--- src/hw/lcd_pkg.sv ---
package lcd_pkg;

    // **************************************************
    // clock and the long delays of the HD44780 init
    // **************************************************

    // the design runs from one fixed system clock, every tick count below follows from it
    localparam int CLK_FREQ_HZ = 10_000_000;

    // a nibble on the 4-bit data bus, the display only looks at DB7..DB4
    typedef logic [3:0] nibble_t;

    // a full command or character as the host hands it over
    typedef logic [7:0] lcd_byte_t;

    // the delay counter has to hold 100 ms worth of clocks at 10 MHz
    typedef logic [19:0] delay_ticks_t;

    // power on wait before the first nibble, 100 ms
    localparam delay_ticks_t DELAY_POWER_ON = delay_ticks_t'(CLK_FREQ_HZ / 10);
    // the first 0x3 nibble takes much longer than the ones that follow, 4.1 ms
    localparam delay_ticks_t DELAY_FNSET1   = delay_ticks_t'((CLK_FREQ_HZ / 10_000) * 41);
    // the later reset nibbles and the 4-bit switch get 100 us each
    localparam delay_ticks_t DELAY_100US    = delay_ticks_t'(CLK_FREQ_HZ / 10_000);
    // execution time of an ordinary command or a character write, 53 us
    localparam delay_ticks_t DELAY_CMD      = delay_ticks_t'((CLK_FREQ_HZ / 1_000_000) * 53);
    // clear display and return home touch all of DDRAM, 3 ms
    localparam delay_ticks_t DELAY_CLEAR    = delay_ticks_t'((CLK_FREQ_HZ / 1_000) * 3);

    // the two commands that need the long execution time
    localparam lcd_byte_t LCD_CMD_CLEAR = 8'h01;
    localparam lcd_byte_t LCD_CMD_HOME  = 8'h02;

    // **************************************************
    // E pulse timing of one nibble write
    // **************************************************

    // address setup before E rises, 60 ns min
    localparam int TICKS_TAS    = 1;
    // E high width, 450 ns min
    localparam int TICKS_PWEH   = 5;
    // the whole enable cycle, 1 us min
    localparam int TICKS_TCYCE  = 10;
    // wide enough to hold TICKS_TCYCE
    localparam int NIBBLE_CNT_W = 4;

    // what the nibble writer puts on the display pins
    typedef struct packed {
        logic    rs;
        logic    e;
        nibble_t data;
    } lcd_bus_t;

    // one nibble request from the sequencer to the writer
    typedef struct packed {
        logic    rs;
        nibble_t data;
    } nibble_req_t;

    // **************************************************
    // power on init table
    // **************************************************

    // a step is either a lone nibble (the 8-bit style reset nibbles) or a full byte sent as two
    typedef struct packed {
        nibble_t      nibble;
        logic         is_byte;
        lcd_byte_t    value;
        delay_ticks_t delay;
    } init_step_t;

    localparam int INIT_STEPS = 9;
    localparam int STEP_IDX_W = $clog2(INIT_STEPS + 1);

    // the index has to reach INIT_STEPS so the sequencer can tell that the table is done
    typedef logic [STEP_IDX_W-1:0] step_idx_t;

    localparam init_step_t INIT_TABLE [INIT_STEPS] = '{
        '{nibble: 4'h3, is_byte: 1'b0, value: 8'h00, delay: DELAY_FNSET1},
        '{nibble: 4'h3, is_byte: 1'b0, value: 8'h00, delay: DELAY_100US},
        '{nibble: 4'h3, is_byte: 1'b0, value: 8'h00, delay: DELAY_100US},
        '{nibble: 4'h2, is_byte: 1'b0, value: 8'h00, delay: DELAY_100US},
        '{nibble: 4'h0, is_byte: 1'b1, value: 8'h28, delay: DELAY_CMD},
        '{nibble: 4'h0, is_byte: 1'b1, value: 8'h08, delay: DELAY_CMD},
        '{nibble: 4'h0, is_byte: 1'b1, value: 8'h01, delay: DELAY_CLEAR},
        '{nibble: 4'h0, is_byte: 1'b1, value: 8'h06, delay: DELAY_CMD},
        '{nibble: 4'h0, is_byte: 1'b1, value: 8'h0C, delay: DELAY_CMD}
    };

    // sequencer states, the init ones walk the table and the byte ones serve the host
    typedef enum logic [2:0] {
        ST_INIT_LOAD,
        ST_INIT_HI,
        ST_INIT_LO,
        ST_INIT_WAIT,
        ST_IDLE,
        ST_BYTE_HI,
        ST_BYTE_LO,
        ST_BYTE_WAIT
    } seq_state_t;

endpackage

--- src/hw/lcd_delay_timer.sv ---
`timescale 1ns/10ps

module lcd_delay_timer (
    input  logic                  CLK_I,
    input  logic                  RST_I,
    input  logic                  i_load,
    input  lcd_pkg::delay_ticks_t i_ticks,
    output logic                  o_expired
);
    import lcd_pkg::*;

    // remaining cycles, holds N in the cycle right after the load
    delay_ticks_t cnt_q;
    // set while a delay is running, so an idle counter never reports expiry
    logic         active_q;

    // **************************************************
    // down-counter
    // **************************************************

    // a load restarts the count even when a delay is already running
    always_ff @(posedge CLK_I) begin
        if (RST_I) begin
            cnt_q    <= '0;
            active_q <= 1'b0;
        end else if (i_load) begin
            cnt_q    <= i_ticks;
            active_q <= 1'b1;
        end else if (active_q) begin
            if (o_expired) begin
                // the pulse cycle ends the delay
                active_q <= 1'b0;
            end else begin
                cnt_q <= cnt_q - delay_ticks_t'(1);
            end
        end
    end

    // the count holds N one cycle after the load and reaches 1 in cycle N,
    // so expiry at one lands exactly N cycles after the load cycle
    // a load of zero is already below two in the next cycle and gives its single pulse there
    assign o_expired = active_q && (cnt_q < delay_ticks_t'(2));

endmodule

--- src/hw/lcd_nibble_writer.sv ---
`timescale 1ns/10ps

module lcd_nibble_writer (
    input  logic                 CLK_I,
    input  logic                 RST_I,
    input  logic                 i_start,
    input  lcd_pkg::nibble_req_t i_req,
    output logic                 o_done,
    output lcd_pkg::lcd_bus_t    o_bus
);
    import lcd_pkg::*;

    // cycle counter, TICKS_TCYCE in the first cycle after start and 1 in the last one
    logic [NIBBLE_CNT_W-1:0] cnt_q;
    // a nibble cycle is in flight
    logic                    active_q;
    // the E pin, registered so the display never sees a decode glitch
    logic                    e_q;
    // nibble and RS as they were at start
    nibble_req_t             req_q;

    // **************************************************
    // enable cycle sequencing
    // **************************************************

    // the counter runs TICKS_TCYCE down to 1
    // cycle k after start holds TICKS_TCYCE - k + 1, which places every E edge below
    always_ff @(posedge CLK_I) begin
        if (RST_I) begin
            cnt_q    <= '0;
            active_q <= 1'b0;
            e_q      <= 1'b0;
        end else if (i_start) begin
            cnt_q    <= NIBBLE_CNT_W'(TICKS_TCYCE);
            active_q <= 1'b1;
            // a new nibble always starts with E low for the setup time
            e_q      <= 1'b0;
        end else if (active_q) begin
            // data has been on the bus for TICKS_TAS cycles after this edge
            if (cnt_q == NIBBLE_CNT_W'(TICKS_TCYCE - TICKS_TAS + 1)) begin
                e_q <= 1'b1;
            end
            // the display latches the nibble on this falling edge
            if (cnt_q == NIBBLE_CNT_W'(TICKS_TCYCE - TICKS_TAS - TICKS_PWEH + 1)) begin
                e_q <= 1'b0;
            end
            if (o_done) begin
                active_q <= 1'b0;
            end else begin
                cnt_q <= cnt_q - NIBBLE_CNT_W'(1);
            end
        end
    end

    // **************************************************
    // bus payload
    // **************************************************

    // data and RS change only at a start, which keeps them steady through
    // the whole E pulse and the hold time whatever the sequencer does meanwhile
    always_ff @(posedge CLK_I) begin
        if (i_start) begin
            req_q <= i_req;
        end
    end

    // the last cycle of the enable cycle time, the next nibble may start right after
    assign o_done = active_q && (cnt_q == NIBBLE_CNT_W'(1));

    assign o_bus.rs   = req_q.rs;
    assign o_bus.e    = e_q;
    assign o_bus.data = req_q.data;

endmodule

--- src/hw/lcd_step_sequencer.sv ---
`timescale 1ns/10ps

module lcd_step_sequencer (
    input  logic                  CLK_I,
    input  logic                  RST_I,
    input  logic                  i_stb,
    input  logic                  i_rs,
    input  lcd_pkg::lcd_byte_t    i_data,
    output logic                  o_busy,
    output logic                  o_nib_start,
    output lcd_pkg::nibble_req_t  o_nib_req,
    input  logic                  i_nib_done,
    output logic                  o_dly_load,
    output lcd_pkg::delay_ticks_t o_dly_ticks,
    input  logic                  i_dly_expired
);
    import lcd_pkg::*;

    seq_state_t   state_q;
    seq_state_t   state_d;
    // next table entry to send, reaches INIT_STEPS after the last one
    step_idx_t    step_idx_q;
    // a nibble was started and its done pulse has not come back yet
    logic         nib_wait_q;
    // the host byte being sent
    logic         byte_rs_q;
    lcd_byte_t    byte_data_q;
    init_step_t   cur_step;
    delay_ticks_t byte_delay;
    logic         nib_done;
    logic         accept;
    logic         step_done;

    // the index only points past the table while waiting out the last delay
    assign cur_step = (step_idx_q < STEP_IDX_W'(INIT_STEPS)) ? INIT_TABLE[step_idx_q] : '0;

    // clear and return home need the long execution time, every other byte gets the short one
    // data writes never do, whatever their code
    assign byte_delay = (!byte_rs_q && (byte_data_q == LCD_CMD_CLEAR ||
                                        byte_data_q == LCD_CMD_HOME)) ? DELAY_CLEAR : DELAY_CMD;

    // a done pulse only counts for a nibble this block actually launched
    assign nib_done = nib_wait_q && i_nib_done;

    // busy covers init and the whole byte including its execution time
    assign o_busy = (state_q != ST_IDLE);

    // **************************************************
    // next state and handshake outputs
    // **************************************************

    always_comb begin
        state_d       = state_q;
        o_nib_start   = 1'b0;
        o_nib_req.rs  = 1'b0;
        o_nib_req.data = '0;
        o_dly_load    = 1'b0;
        o_dly_ticks   = DELAY_POWER_ON;
        accept        = 1'b0;
        step_done     = 1'b0;

        case (state_q)
            // first thing out of reset, the display needs its power on wait
            ST_INIT_LOAD: begin
                o_dly_load = 1'b1;
                state_d    = ST_INIT_WAIT;
            end

            // one start pulse per state, then wait for the writer
            // the reset nibbles go out alone and full bytes go upper nibble first
            ST_INIT_HI: begin
                o_nib_start    = !nib_wait_q;
                o_nib_req.data = cur_step.is_byte ? cur_step.value[7:4] : cur_step.nibble;
                o_dly_ticks    = cur_step.delay;
                if (nib_done) begin
                    if (cur_step.is_byte) begin
                        state_d = ST_INIT_LO;
                    end else begin
                        o_dly_load = 1'b1;
                        step_done  = 1'b1;
                        state_d    = ST_INIT_WAIT;
                    end
                end
            end

            ST_INIT_LO: begin
                o_nib_start    = !nib_wait_q;
                o_nib_req.data = cur_step.value[3:0];
                o_dly_ticks    = cur_step.delay;
                if (nib_done) begin
                    o_dly_load = 1'b1;
                    step_done  = 1'b1;
                    state_d    = ST_INIT_WAIT;
                end
            end

            // shared by the power on wait and every step delay
            // the index tells whether the table still has entries left
            ST_INIT_WAIT: begin
                if (i_dly_expired) begin
                    state_d = (step_idx_q == STEP_IDX_W'(INIT_STEPS)) ? ST_IDLE : ST_INIT_HI;
                end
            end

            // strobes are only looked at here, a strobe in any other state is dropped
            ST_IDLE: begin
                if (i_stb) begin
                    accept  = 1'b1;
                    state_d = ST_BYTE_HI;
                end
            end

            ST_BYTE_HI: begin
                o_nib_start    = !nib_wait_q;
                o_nib_req.rs   = byte_rs_q;
                o_nib_req.data = byte_data_q[7:4];
                if (nib_done) begin
                    state_d = ST_BYTE_LO;
                end
            end

            ST_BYTE_LO: begin
                o_nib_start    = !nib_wait_q;
                o_nib_req.rs   = byte_rs_q;
                o_nib_req.data = byte_data_q[3:0];
                o_dly_ticks    = byte_delay;
                if (nib_done) begin
                    o_dly_load = 1'b1;
                    state_d    = ST_BYTE_WAIT;
                end
            end

            ST_BYTE_WAIT: begin
                if (i_dly_expired) begin
                    state_d = ST_IDLE;
                end
            end

            default: begin
                state_d = ST_INIT_LOAD;
            end
        endcase
    end

    // **************************************************
    // state registers
    // **************************************************

    always_ff @(posedge CLK_I) begin
        if (RST_I) begin
            state_q    <= ST_INIT_LOAD;
            step_idx_q <= '0;
            nib_wait_q <= 1'b0;
        end else begin
            state_q <= state_d;
            if (o_nib_start) begin
                nib_wait_q <= 1'b1;
            end else if (i_nib_done) begin
                nib_wait_q <= 1'b0;
            end
            // the index moves on as the step's delay gets loaded
            if (step_done) begin
                step_idx_q <= step_idx_q + STEP_IDX_W'(1);
            end
        end
    end

    // the host may change its inputs right after the strobe
    always_ff @(posedge CLK_I) begin
        if (accept) begin
            byte_rs_q   <= i_rs;
            byte_data_q <= i_data;
        end
    end

endmodule

--- src/hw/lcd_controller.sv ---
`timescale 1ns/10ps

module lcd_controller (
    input  logic               CLK_I,
    input  logic               RST_I,
    input  logic               i_stb,
    input  logic               i_rs,
    input  lcd_pkg::lcd_byte_t i_data,
    output logic               o_busy,
    output logic               o_lcd_rs,
    output logic               o_lcd_e,
    output lcd_pkg::nibble_t   o_lcd_data
);
    import lcd_pkg::*;

    // sequencer to nibble writer
    logic         nib_start;
    nibble_req_t  nib_req;
    logic         nib_done;
    // sequencer to delay timer
    logic         dly_load;
    delay_ticks_t dly_ticks;
    logic         dly_expired;
    // the pins as one bundle from the writer
    lcd_bus_t     lcd_bus;

    // **************************************************
    // datapath
    // **************************************************

    // runs the init table out of reset and then takes host bytes
    lcd_step_sequencer u_sequencer (
        .CLK_I         (CLK_I),
        .RST_I         (RST_I),
        .i_stb         (i_stb),
        .i_rs          (i_rs),
        .i_data        (i_data),
        .o_busy        (o_busy),
        .o_nib_start   (nib_start),
        .o_nib_req     (nib_req),
        .i_nib_done    (nib_done),
        .o_dly_load    (dly_load),
        .o_dly_ticks   (dly_ticks),
        .i_dly_expired (dly_expired)
    );

    // one E cycle per nibble
    lcd_nibble_writer u_nibble_writer (
        .CLK_I   (CLK_I),
        .RST_I   (RST_I),
        .i_start (nib_start),
        .i_req   (nib_req),
        .o_done  (nib_done),
        .o_bus   (lcd_bus)
    );

    // the display's execution times between steps and bytes
    lcd_delay_timer u_delay_timer (
        .CLK_I     (CLK_I),
        .RST_I     (RST_I),
        .i_load    (dly_load),
        .i_ticks   (dly_ticks),
        .o_expired (dly_expired)
    );

    assign o_lcd_rs   = lcd_bus.rs;
    assign o_lcd_e    = lcd_bus.e;
    assign o_lcd_data = lcd_bus.data;

endmodule

--- config.mk ---
export PLATFORM = sky130hd
export DESIGN_NAME = lcd_controller
export DESIGN_NICKNAME = d
export VERILOG_FILES = /design/src/hw/lcd_pkg.sv /design/src/hw/lcd_delay_timer.sv /design/src/hw/lcd_nibble_writer.sv /design/src/hw/lcd_step_sequencer.sv /design/src/hw/lcd_controller.sv
export SDC_FILE = /design/constraint.sdc
export NUM_CORES = 1
export LEC_CHECK = 0
export ABC_AREA = 1
export BUFFER_PORTS_ARGS = -buffer_cell sky130_fd_sc_hd__buf_4
export CORE_ASPECT_RATIO = 0.8
export CORE_MARGIN = 1
export CORE_UTILIZATION = 55
export CTS_CLUSTER_DIAMETER = 120
export DETAILED_ROUTE_END_ITERATION = 10
export GPL_ROUTABILITY_DRIVEN = 0
export HOLD_SLACK_MARGIN = 0.12
export PLACE_DENSITY = 0.75
export RECOVER_POWER = 25
export REMOVE_ABC_BUFFERS = 1
export SYNTH_ARGS = -nofsm -noshare
export SYNTH_HDL_FRONTEND = slang
export SYNTH_SLANG_ARGS = --single-unit
--- constraint.sdc ---
create_clock -name CLK_I -period 2.1 [get_ports CLK_I]
set_input_delay 0.105 -clock CLK_I [delete_from_list [all_inputs] [get_ports CLK_I]]
set_output_delay 0.105 -clock CLK_I [all_outputs]
set_load 0.03 [all_outputs]
# Word-level counts from Yosys, hierarchy flattened
# Memories as Yosys holds them, arrays and structs flattened.
# Cells that the tools add are included.
[op_classes]
n_addsub = 3
order_cmp = 3
eq_ne = 23
mux = 41
bitwise = 2
n_reduce_logical = 22
[ops]
columns = ["op", "count"]
rows = [
  ["33-bit two-way mux", 3],
  ["20-bit two-way mux", 3],
  ["20-bit case mux with 2 select lines", 1],
  ["3-bit two-way mux", 8],
  ["3-bit case mux with 8 select lines", 1],
  ["20-bit by 2-bit < comparator with 1-bit output (second input constant)", 1],
  ["20-bit by 1-bit subtractor with 20-bit output (second input constant)", 1],
  ["1-bit two-way mux", 17],
  ["4-bit two-way mux", 4],
  ["4-bit case mux with 4 select lines", 1],
  ["15-bit two-way mux", 1],
  ["3-bit equality test (second input constant)", 4],
  ["2-bit != test (second input constant)", 5],
  ["4-bit equality test (second input constant)", 2],
  ["8-bit by 1-bit equality test with 1-bit output (second input constant)", 1],
  ["8-bit by 2-bit equality test with 1-bit output (second input constant)", 1],
  ["2-bit by 1-bit != test with 1-bit output (second input constant)", 4],
  ["2-bit AND reduction", 4],
  ["2-bit nonzero test", 4],
  ["2-bit OR reduction", 4],
  ["7-bit AND reduction", 1],
  ["3-bit by 2-bit equality test with 1-bit output (second input constant)", 2],
  ["5-bit >= comparator (second input constant)", 1],
  ["4-bit inverter with 5-bit output", 1],
  ["other kinds (15)", 19],
]
[word_totals]
regBits = 49
romBits = 528
word_cells = 108
mem_count = 1
[memory_table]
columns = ["name", "words", "word_bits", "read_ports", "rd_clocked_by_memory_dff", "wr", "line_no", "source"]
rows = [
  ["(no name shown)", 16, 33, 1, 0, 0, "lcd_step_sequencer.sv:35", "assign cur_step = (step_idx_q < STEP_IDX_W'(INIT_STEPS)) ? INIT_TABLE[step_idx_q] : '0;"],
]

# Longest topological paths before layout
# Gate-level depths: netlist (run 1).
[logic_depth]
ltp_word = 10
mapped_depth = 12
depth_no_buf = 12

# Cells and area by module
# From an unflattened synthesis (run 1), not the netlist that was laid out.
[unflattened]
hier_cells = 479
hier_area_um2 = 3310.7
[by_module_without_submodules]
columns = ["module", "instances", "cells_per_inst", "area_each_um2", "seq_area_each_um2"]
rows = [
  ["lcd_delay_timer", 1, 261, 1521.5, 420.4],
  ["lcd_step_sequencer", 1, 162, 1297.5, 430.4],
  ["lcd_nibble_writer", 1, 56, 491.7, 270.3],
]

# Least setup slack after synthesis (run 1)
# No wires, ideal clock.
[synth_path]
kind = "flip-flop to flip-flop"
startpoint = "register u_sequencer.state_q[0]"
endpoint = "register u_sequencer.byte_data_q[0] (enable)"
arrival_ns = 1.360
t_required_ns = 1.726
setup_slack_ns = 0.365
path_stages_with_launch = 5
n_path_buf = 1
cell_sequence = "dfxtp_1 -> buf_2 -> nor3_1 -> inv_1 -> nor2_1"
[synth_between]
elab_chain_len = 2
[synth_lines]
columns = ["element", "line_no", "source"]
rows = [
  ["start, declared", "lcd_step_sequencer.sv:19", "seq_state_t state_q;"],
  ["start signal, assigned", "lcd_step_sequencer.sv:155", "state_q <= state_d;"],
  ["3-bit equality test", "lcd_step_sequencer.sv:62", "case (state_q)"],
  ["1-bit two-way mux", "lcd_step_sequencer.sv:62", ""],
  ["via u_sequencer.accept", "lcd_step_sequencer.sv:31", "logic accept;"],
  ["end signal, assigned", "lcd_step_sequencer.sv:172", "byte_data_q <= i_data;"],
  ["end, declared", "lcd_step_sequencer.sv:27", "lcd_byte_t byte_data_q;"],
]
# The timed path passes the listed nets, and every way through them passes these cells.
# A chain may end at the register's enable or synchronous reset.

# Worst setup path after layout (run 1)
[layout_path]
startpoint = "register u_sequencer.step_idx_q[1]"
endpoint = "register u_delay_timer.cnt_q[18]"
[layout_between]
elab_chain_len = 10
word_cells_on_any_way = 14
[layout_lines]
columns = ["element", "line_no", "source"]
rows = [
  ["start, declared", "lcd_step_sequencer.sv:22", "step_idx_t step_idx_q;"],
  ["start signal, assigned", "lcd_step_sequencer.sv:163", "step_idx_q <= step_idx_q + STEP_IDX_W'(1);"],
  ["4-bit inverter with 5-bit output (not written as such)", "lcd_step_sequencer.sv:35", ""],
  ["memory 16 x 33 bit", "--", ""],
  ["33-bit two-way mux (not written as such) (2 in a row)", "lcd_step_sequencer.sv:35", ""],
  ["33-bit two-way mux *", "lcd_step_sequencer.sv:35", ""],
  ["1-bit two-way mux", "lcd_step_sequencer.sv:76", "if (cur_step.is_byte) begin"],
  ["1-bit two-way mux", "lcd_step_sequencer.sv:75", "if (nib_done) begin"],
  ["1-bit case mux with 3 select lines", "lcd_step_sequencer.sv:62", ""],
  ["2-bit != test (no line) or 2-bit nonzero test (tied branches)", "--", ""],
  ["2-bit AND reduction (no line)", "--", ""],
  ["end signal, assigned", "lcd_delay_timer.sv:27", "cnt_q <= i_ticks;"],
  ["end signal, assigned", "lcd_delay_timer.sv:34", "cnt_q <= cnt_q - delay_ticks_t'(1);"],
  ["end, declared", "lcd_delay_timer.sv:13", "delay_ticks_t cnt_q;"],
]
# Every way passes the cells marked *; elsewhere a longest branch is shown, timed or not. The select of a mux whose other input is x is not followed.

==> impl_metrics.tcl, run 1 <==
set metrics [dict create \
    p_leak_nw 1.64 \
    die_w_microns 87.1 \
    place_hpwl_microns 5570 \
    hold_path.class "in2reg" \
    worst_slew_pin_slew_ns 0.665 \
    rsz0062_at_grt "false" \
    synth-seq-area-share 0.352 \
    grt_max_degree 23 \
    fin_util 0.652 \
    yosysTopAreaCell "dfxtp_1" \
    synth_top_area_frac 0.220 \
    hold_viol_final 0 \
    core_area_sq_mm 0.00553 \
    maxCapViolCount 0 \
    antenna_left 0 \
    cts_made_buffers 5 \
    finalCritPeriodShare 0.917 \
    setup_viol_count_final 0 \
    clock_latency_ns 0.31 \
    cts.sinks 49 \
    ys_warn_count 0 \
    cts_tree "yes" \
    worst_slack_ns 0.174 \
    routed_via_density 5.44 \
    grt-ovfl-total 0 \
    pin_count 19 \
    vias 3127 \
    nFillCells 515 \
    finalSetupTns_ns 0 \
    wl_per_cell_microns 13.6 \
    power.density_mw_per_mm2 1440 \
    clockRootBuffer "clkbuf_8" \
    relSlewSlack 0.556 \
    cp-start-kind "register" \
    grt_first_pass_wirelength_microns 12600 \
    syn-instance-count 456 \
    final_cells 575 \
    route.detailed.drc 0 \
    synth_area_leaders "dfxtp_1, edfxtp_1, nand2_1, nor2_1, inv_1" \
    min_period_ns 1.93 \
    drive_gt1_frac 0.135 \
    slew_violations 0 \
    clock_path_buffers 2 \
    final_nets 520 \
    clock_skew_ns 0.0100 \
    syn_to_final_growth_pct 13.2 \
    initial_core_util 0.576 \
    dp_cells 547 \
    status "finished, final reports clean" \
    syn_area_per_cell_sq_um 6.98 \
    grtUsageTotal 0.267 \
    die-area_sq_mm 0.00610 \
    drt-total-wl_microns 7800 \
    antenna_found_initial 0 \
    htree_levels 2 \
    required_ns 2.32 \
    crit_arrival_ns 2.14 \
    path_class "reg2reg" \
    drtIter0Drc 265 \
    syn_area_sq_mm 0.00318 \
    final_common_cell "nand2_1" \
    crit_fanout 17 \
    diodes 0 \
    clk_pin_slew_ns 0.09 \
    synth.distinct_cells 35 \
    rows 24 \
    io_buffer_count 18 \
    hold_slack_ns 0.250 \
    ir_drop_mv 0.583 \
    place_ws_ns 0.133 \
    first_pass_iters 5 \
    layout_common_cells "nand2_1, nor2_1, inv_1" \
    ys_ff_latch 49 \
    end_kind "register" \
    fmax_ghz 0.519 \
    first_global_vias 2616 \
    die_h_microns 70.1 \
]
==> sequential cells by signal, indices dropped and copies added, names as in the netlist <==
name and flops:
u_nibble_writer.cnt_q 4, u_nibble_writer.o_bus 5, u_sequencer.byte_data_q 8, u_delay_timer.active_q 1
u_sequencer.byte_rs_q 1, u_sequencer.nib_wait_q 1, u_nibble_writer.active_q 1, u_delay_timer.cnt_q 20
u_sequencer.state_q 3, u_sequencer.step_idx_q 4, u_nibble_writer.e_q 1
==> area by class of cell <==
type	instances	area (sq um)	share of cell area
Tap cell	78	97.6	0.0271
Clock buffer	5	68.8	0.0191
Clock inverter	3	12.5	0.00347
Sequential cell	49	1120	0.311
Inverter	57	216	0.0601
Timing Repair Buffer	40	303	0.0840
Multi-Input combinational cell	343	1780	0.495
==> kinds of logic (layout without fill, tap and decap cells) <==
| family | count (synthesis) | count (layout) | synth area share |
|---|---|---|---|
| compound gates | 55 | 55 | 0.100 |
| xor+xnor | 7 | 7 | 0.0193 |
| fa+ha+maj | 12 | 12 | 0.0472 |
| buf+inv | 65 | 105 | 0.0892 |
| flops | 49 | 49 | 0.352 |
| simple gates | 268 | 269 | 0.392 |
==> critical path, cell delays in order, from the launching register on <==
cell	delay, ns
dfxtp_1	0.43
inv_1	0.13
ha_1	0.25
nand2_4	0.10
nand2_4	0.07
nand2_4	0.10
nand2_2	0.08
nand2_2	0.07
nand2_2	0.06
nand3_4	0.20
nand2_1	0.16
nor2_1	0.13
nor2_1	0.06
==> synth_stat cells (all sizes together) <==
library cell,number
a31oi,1
a32oi,1
xor2,7
a21boi,1
edfxtp,14
o211ai,1
dfxtp,35
nand3,41
or2,1
ha,12
o21ai,27
nor3,6
nand4,10
o221ai,2
clkbuf,3
buf,5
inv,57
nor2,86
nand3b,3
a21oi,22
nand2,121
==> metrics by stage <==
| stage | total power, mW | area, sq um |
|---|---|---|
| 2_1_floorplan | 3.70 | 3110 |
| 3_3_place_gp | 4.38 | 3370 |
| 3_5_place_dp | 4.42 | 3370 |
| 4_1_cts | 4.98 | 3550 |
| 5_1_grt | 5.65 | 3600 |
| 6_report | 5.20 | 3600 |
==> what timing repair did <==
item	in CTS	in global routing
hold endpoints to repair	12	0
buffers inserted	0	9
resized for setup	0	1
hold buffers	10	0
setup endpoints to repair	0	10
==> where the power goes <==
part	internal [mW]	leakage, nW	total [mW]	switching, mW
clock network	0.225	0.0430	0.548	0.322
registers	1.25	0.418	1.51	0.258
logic	1.08	1.18	3.15	2.07
total	2.55	1.64	5.20	2.65
==> worst paths after layout <==
check | start | endpoint | slack [ns] | depth (start not counted)
setup / recovery | u_sequencer.step_idx_q[1] | u_delay_timer.cnt_q[18] | 0.17 | 12
hold / removal | i_stb | u_sequencer.state_q[2] | 0.25 | 5
setup reg to reg | u_sequencer.step_idx_q[1] | u_delay_timer.cnt_q[18] | 0.17 | 12
hold reg to reg | u_delay_timer.cnt_q[0] | u_delay_timer.cnt_q[0] | 0.48 | 2
==> layer usage <==
metal | up-vias | part of all wire | global-route usage | routed length (microns)
li1 | 1554 | - | - | -
met1 | 1437 | 0.48 | 0.397 | 3770
met2 | 123 | 0.43 | 0.402 | 3360
met3 | 13 | 0.074 | 0.0366 | 576
met4 | 0 | 0.013 | 0.0722 | 101
met5 | - | 0 | 0 | 0
Note: power is estimated with default switching activity, not from simulation.
==> inputs of run 2 (changes only) <==
CELL_PAD_IN_SITES_DETAIL_PLACEMENT = 2   (was not set)
CELL_PAD_IN_SITES_GLOBAL_PLACEMENT = 2   (was not set)
CORE_UTILIZATION = 37   (was 55)
PLACE_DENSITY = 0.86   (was 0.75)
clock period = 2.28 ns   (was 2.1 ns; I/O delays follow)
==> run 2 against run 1 <==
Design area grew 0.49%; clock skew is 0.0017 ns lower; count of clock-buffer cells in the layout rose by 1; register-to-register slack worse by 0.04 ns.
==> impl_metrics.tcl, run 2 (synthesis results as in run 1) <==
set metrics [dict create \
    wl_per_cell_microns 20.9 \
    power.density_mw_per_mm2 1460 \
    grt_first_pass_wirelength_microns 19100 \
    setup_viol_count_final 0 \
    reg2reg_depth 11 \
    grtUsageTotal 0.275 \
    p_total_mw 5.29 \
    switchingPower_mw 2.86 \
    cp_slowest_stage_delay_ns 0.34 \
    finalCritPeriodShare 0.941 \
    r2r_slack_ns 0.13 \
    ir_drop_mv 0.448 \
    min_period_ns 2.15 \
    routed_via_density 5.52 \
    clockRootBuffer "clkbuf_8" \
    end_kind "register" \
    grt_max_degree 23 \
    place_hpwl_microns 8520 \
    die_h_microns 85.0 \
    status "finished, final reports clean" \
    grt_util_met3 0.0415 \
    regMostFlops "u_delay_timer.cnt_q" \
    cts_tree "yes" \
    startpoint "u_nibble_writer.cnt_q[1]" \
    io_buffer_count 18 \
    path_class "reg2reg" \
    final_common_cell "nand2_1" \
    grtUsageMet2 0.463 \
    initial_core_util 0.392 \
    largest_register_ffs 20 \
    p_int_mw 2.43 \
    clock_skew_ns 0.00829 \
    hold_viol_final 0 \
    required_ns 2.48 \
    hold_path.class "in2reg" \
    p_leak_nw 1.62 \
    diodes 0 \
    final_nets 513 \
    antenna_left 0 \
    clkPwrFrac 0.123 \
    switching_share 0.541 \
    relSlewSlack 0.529 \
    crit_fanout 22 \
    clk_pin_slew_ns 0.10 \
    clock_latency_ns 0.31 \
    drive_gt1_frac 0.127 \
    combPwrFrac 0.608 \
    clock_path_buffers 2 \
    cts.sinks 49 \
    min_path_cells 2 \
    core_area_sq_mm 0.00813 \
    place_ws_ns 0.143 \
    antenna_found_initial 0 \
    die-area_sq_mm 0.00898 \
    cp-start-kind "register" \
    finalSetupTns_ns 0 \
    fin_util 0.446 \
    worst_slew_pin_slew_ns 0.705 \
    fmax_ghz 0.466 \
    nFillCells 997 \
    htree_levels 2 \
    pwr-share-seq 0.269 \
    vias 3303 \
    critPathMostFrequentCell "nand2_1" \
    drtIter0Drc 153 \
    path_cells "inv_1, ha_1, nand3_2, nor2_4, nand2_1, nand3_4, inv_2, nand2_1, nand2_1, nor2_1, nor2_1" \
    grt-ovfl-total 0 \
    first_pass_iters 4 \
    die_w_microns 106 \
    pin_count 19 \
    drt-total-wl_microns 12500 \
    grtUsageMet1 0.369 \
    worst_slack_ns 0.135 \
    cp-endpoint "u_delay_timer.cnt_q[9]" \
    crit_arrival_ns 2.35 \
    slew_violations 0 \
    crit_slowest_cell "dfxtp_1" \
    cts-resized-gates 0 \
    rr_endpoint "u_delay_timer.cnt_q[9]" \
    syn_to_final_growth_pct 13.7 \
    grt_busiest_layer "met2" \
    layout_common_cells "nand2_1, nor2_1, inv_1" \
    cts_made_buffers 5 \
    rows 29 \
    first_global_vias 3579 \
    reg2reg_from "u_nibble_writer.cnt_q[1]" \
    route.detailed.drc 0 \
    maxCapViolCount 0 \
]
==> run 2: cell count changes in the layout (fill, tap and decap cells not counted) <==
cell and delta:
buf_12 +1, nand3_2 -1, dlygate4sd3_1 -1, clkbuf_1 +1, inv_2 +1, clkinv_2 -1, nor2_1 -1, inv_4 -1
nor2_2 +1, buf_4 -6, bufinv_16 +1, clkinv_1 -1
==> run 2: power groups by stage <==
stage	Sequential [mW]	Combinational, mW	Clock (mW)
after floorplan	1.42	1.99	0
after global placement	1.41	2.74	0
after detailed placement	1.43	2.92	0
after CTS	1.42	3.01	0.651
after global routing	1.46	3.51	0.679
final	1.43	3.22	0.649
==> run 2: routing by layer <==
metal,vias up,part of all wire
met5,-,0
met4,0,0.021
met3,29,0.028
met2,70,0.48
met1,1664,0.47
li1,1540,-
==> run 2: worst max-delay path, delay by kind of cell (launching register included) <==
kind                       cells  cell delay (ns)
and+or+nand+nor                8             1.19
DFF                            1             0.34
buffers and inverters          2             0.28
adders and majority gates      1             0.21
==> run 2: worst min path at each step <==
stage	startpoint	endpoint	slack, ns
after global routing	RST_I	u_delay_timer.cnt_q[6]	0.15
final	RST_I	u_delay_timer.cnt_q[6]	0.13
after global placement	i_data[1]	u_sequencer.byte_data_q[1]	0.29
after floorplan	RST_I	u_delay_timer.cnt_q[3]	0.18
after CTS	RST_I	u_delay_timer.cnt_q[3]	0.14
after detailed placement	i_data[0]	u_sequencer.byte_data_q[0]	0.29
==> run 2: through the flow <==
step                      hold slack [ns]  cells  area (sq um)
after floorplan                     0.176    448          3110
after global placement              0.292    577          3410
after detailed placement            0.294    577          3410
after CTS                           0.135    594          3600
after global routing                0.154    598          3620
final                               0.133    598          3620
==> run 2: layout make-up <==
| class | count | area [sq um] | area share |
|---|---|---|---|
| repair buffers | 34 | 268 | 0.0739 |
| flip-flops and latches | 49 | 1120 | 0.310 |
| clock inverters | 2 | 33.8 | 0.00933 |
| inverters | 57 | 214 | 0.0591 |
| multi-input cells | 342 | 1780 | 0.491 |
| well taps | 108 | 135 | 0.0373 |
| clock buffers | 6 | 72.6 | 0.0200 |
==> run 2: timing repair <==
item                                   CTS  global route
hold buffers                             9             0
setup buffers                            0             4
setup endpoints to repair                0             4
endpoints found under the hold margin    9             0
==> inputs of run 3 (changes only) <==
BUFFER_PORTS_ARGS = not set   (was -buffer_cell sky130_fd_sc_hd__buf_4)
CORE_UTILIZATION = 39   (was 37)
DONT_BUFFER_PORTS = 1   (was not set)
clock period = 2.5 ns   (was 2.28 ns; I/O delays follow)
==> run 3 against run 2 <==
Die area decreased by 5.0%; sequential share of layout area increased by 1.6 points; flip-flop and latch count unchanged; largest power group unchanged.
==> impl_metrics.tcl, run 3 (synthesis results as in run 1) <==
set metrics [dict create \
    drt-total-wl_microns 10600 \
    die-area_sq_mm 0.00853 \
    place_ws_ns 0.288 \
    core_area_sq_mm 0.00791 \
    routed_via_density 5.36 \
    clock_latency_ns 0.32 \
    grt_first_pass_wirelength_microns 17100 \
    cts_tree "yes" \
    drtIter0Drc 116 \
    vias 3088 \
    crit_fanout 22 \
    io_buffer_count 0 \
    final_area_sq_mm 0.00345 \
    grt-ovfl-total 0 \
    p_leak_nw 1.52 \
    grtUsageTotal 0.266 \
    end_kind "register" \
    grt_max_degree 23 \
    cts_made_buffers 5 \
    htree_levels 2 \
    first_pass_iters 4 \
    final_common_cell "nand2_1" \
    layout_common_cells "nand2_1, nor2_1, inv_1" \
    power.density_mw_per_mm2 1290 \
    route.detailed.drc 0 \
    fmax_ghz 0.447 \
    ir_drop_mv 0.379 \
    required_ns 2.72 \
    maxCapViolCount 0 \
    final_cells 576 \
    finalCritPeriodShare 0.894 \
    cts.sinks 49 \
    final-seq-area_sq_mm 0.00112 \
    regMostFlops "u_delay_timer.cnt_q" \
    status "finished, final reports clean" \
    postCtsSetupRepairBufs 0 \
    finalSetupTns_ns 0 \
    relSlewSlack 0.474 \
    multiInputGateArea_sq_mm 0.00177 \
    first_global_vias 3234 \
    path_class "reg2reg" \
    worst_slew_pin_slew_ns 0.786 \
    hold_viol_final 0 \
    crit_arrival_ns 2.46 \
    dpl-instance-area_sq_mm 0.00326 \
    largest_register_ffs 20 \
    dp_cells 558 \
    antenna_left 0 \
    cp-start-kind "register" \
    initial_core_util 0.403 \
    worst_slack_ns 0.265 \
    slew_violations 0 \
    drive_gt1_frac 0.0962 \
    final_nets 491 \
    die_w_microns 103 \
    pin_count 19 \
    p_total_mw 4.43 \
    cts-resized-gates 0 \
    wl_per_cell_microns 18.4 \
    nFillCells 987 \
    diodes 0 \
    clock_skew_ns 0.0142 \
    clk_pin_slew_ns 0.11 \
    place_hpwl_microns 8330 \
    antenna_found_initial 0 \
    syn_to_final_growth_pct 8.21 \
    die_h_microns 82.8 \
    min_period_ns 2.24 \
    rows 29 \
    clock_path_buffers 2 \
    cts_hold_buffers 10 \
    setup_viol_count_final 0 \
    rsz0062_at_grt "false" \
    hold_path.class "in2reg" \
    clockRootBuffer "clkbuf_8" \
]
==> run 3: layout make-up <==
class,instances,share of cell area
Multi-Input combinational cell,342,0.515
Clock buffer,6,0.0211
Timing Repair Buffer,12,0.0334
Inverter,57,0.0621
Sequential cell,49,0.325
Clock inverter,2,0.00399
Tap cell,108,0.0392
==> run 3: worst max-delay path: stages, from the launching register on <==
cell,delay [ns]
dfxtp_1,0.33
inv_1,0.10
ha_1,0.20
nand3_2,0.13
nor2_4,0.23
nand2_1,0.19
nand3_4,0.30
inv_2,0.17
nand2_1,0.13
nand2_1,0.08
nor2_1,0.20
nor2_1,0.07
==> run 3: per-stage QoR <==
stage,hold WS (ns),utilization
after floorplan,0.187,-
after global placement,0.191,0.413
after detailed placement,0.193,0.413
after CTS,0.147,0.436
after global routing,0.167,0.436
final,0.149,0.436
==> run 3: worst paths after layout <==
kind	start	endpoint	slack, ns	depth (start not counted)
hold reg to reg	u_nibble_writer.cnt_q[0]	u_nibble_writer.cnt_q[0]	0.50	2
setup / recovery	u_nibble_writer.cnt_q[1]	u_delay_timer.cnt_q[15]	0.26	11
setup reg to reg	u_nibble_writer.cnt_q[1]	u_delay_timer.cnt_q[15]	0.26	11
hold / removal	i_stb	u_sequencer.state_q[2]	0.15	4
==> run 3: per-layer routing <==
layer | global-route usage | vias to the layer above | routed length [microns]
li1 | - | 1498 | -
met1 | 0.359 | 1533 | 5090
met2 | 0.432 | 39 | 4930
met3 | 0.0455 | 18 | 338
met4 | 0.0755 | 0 | 216
met5 | 0 | - | 0
==> run 3: report_power, final <==
part | total (mW) | internal, mW | switching [mW]
combinational | 2.56 | 0.755 | 1.80
sequential | 1.37 | 1.05 | 0.316
clock | 0.505 | 0.201 | 0.304
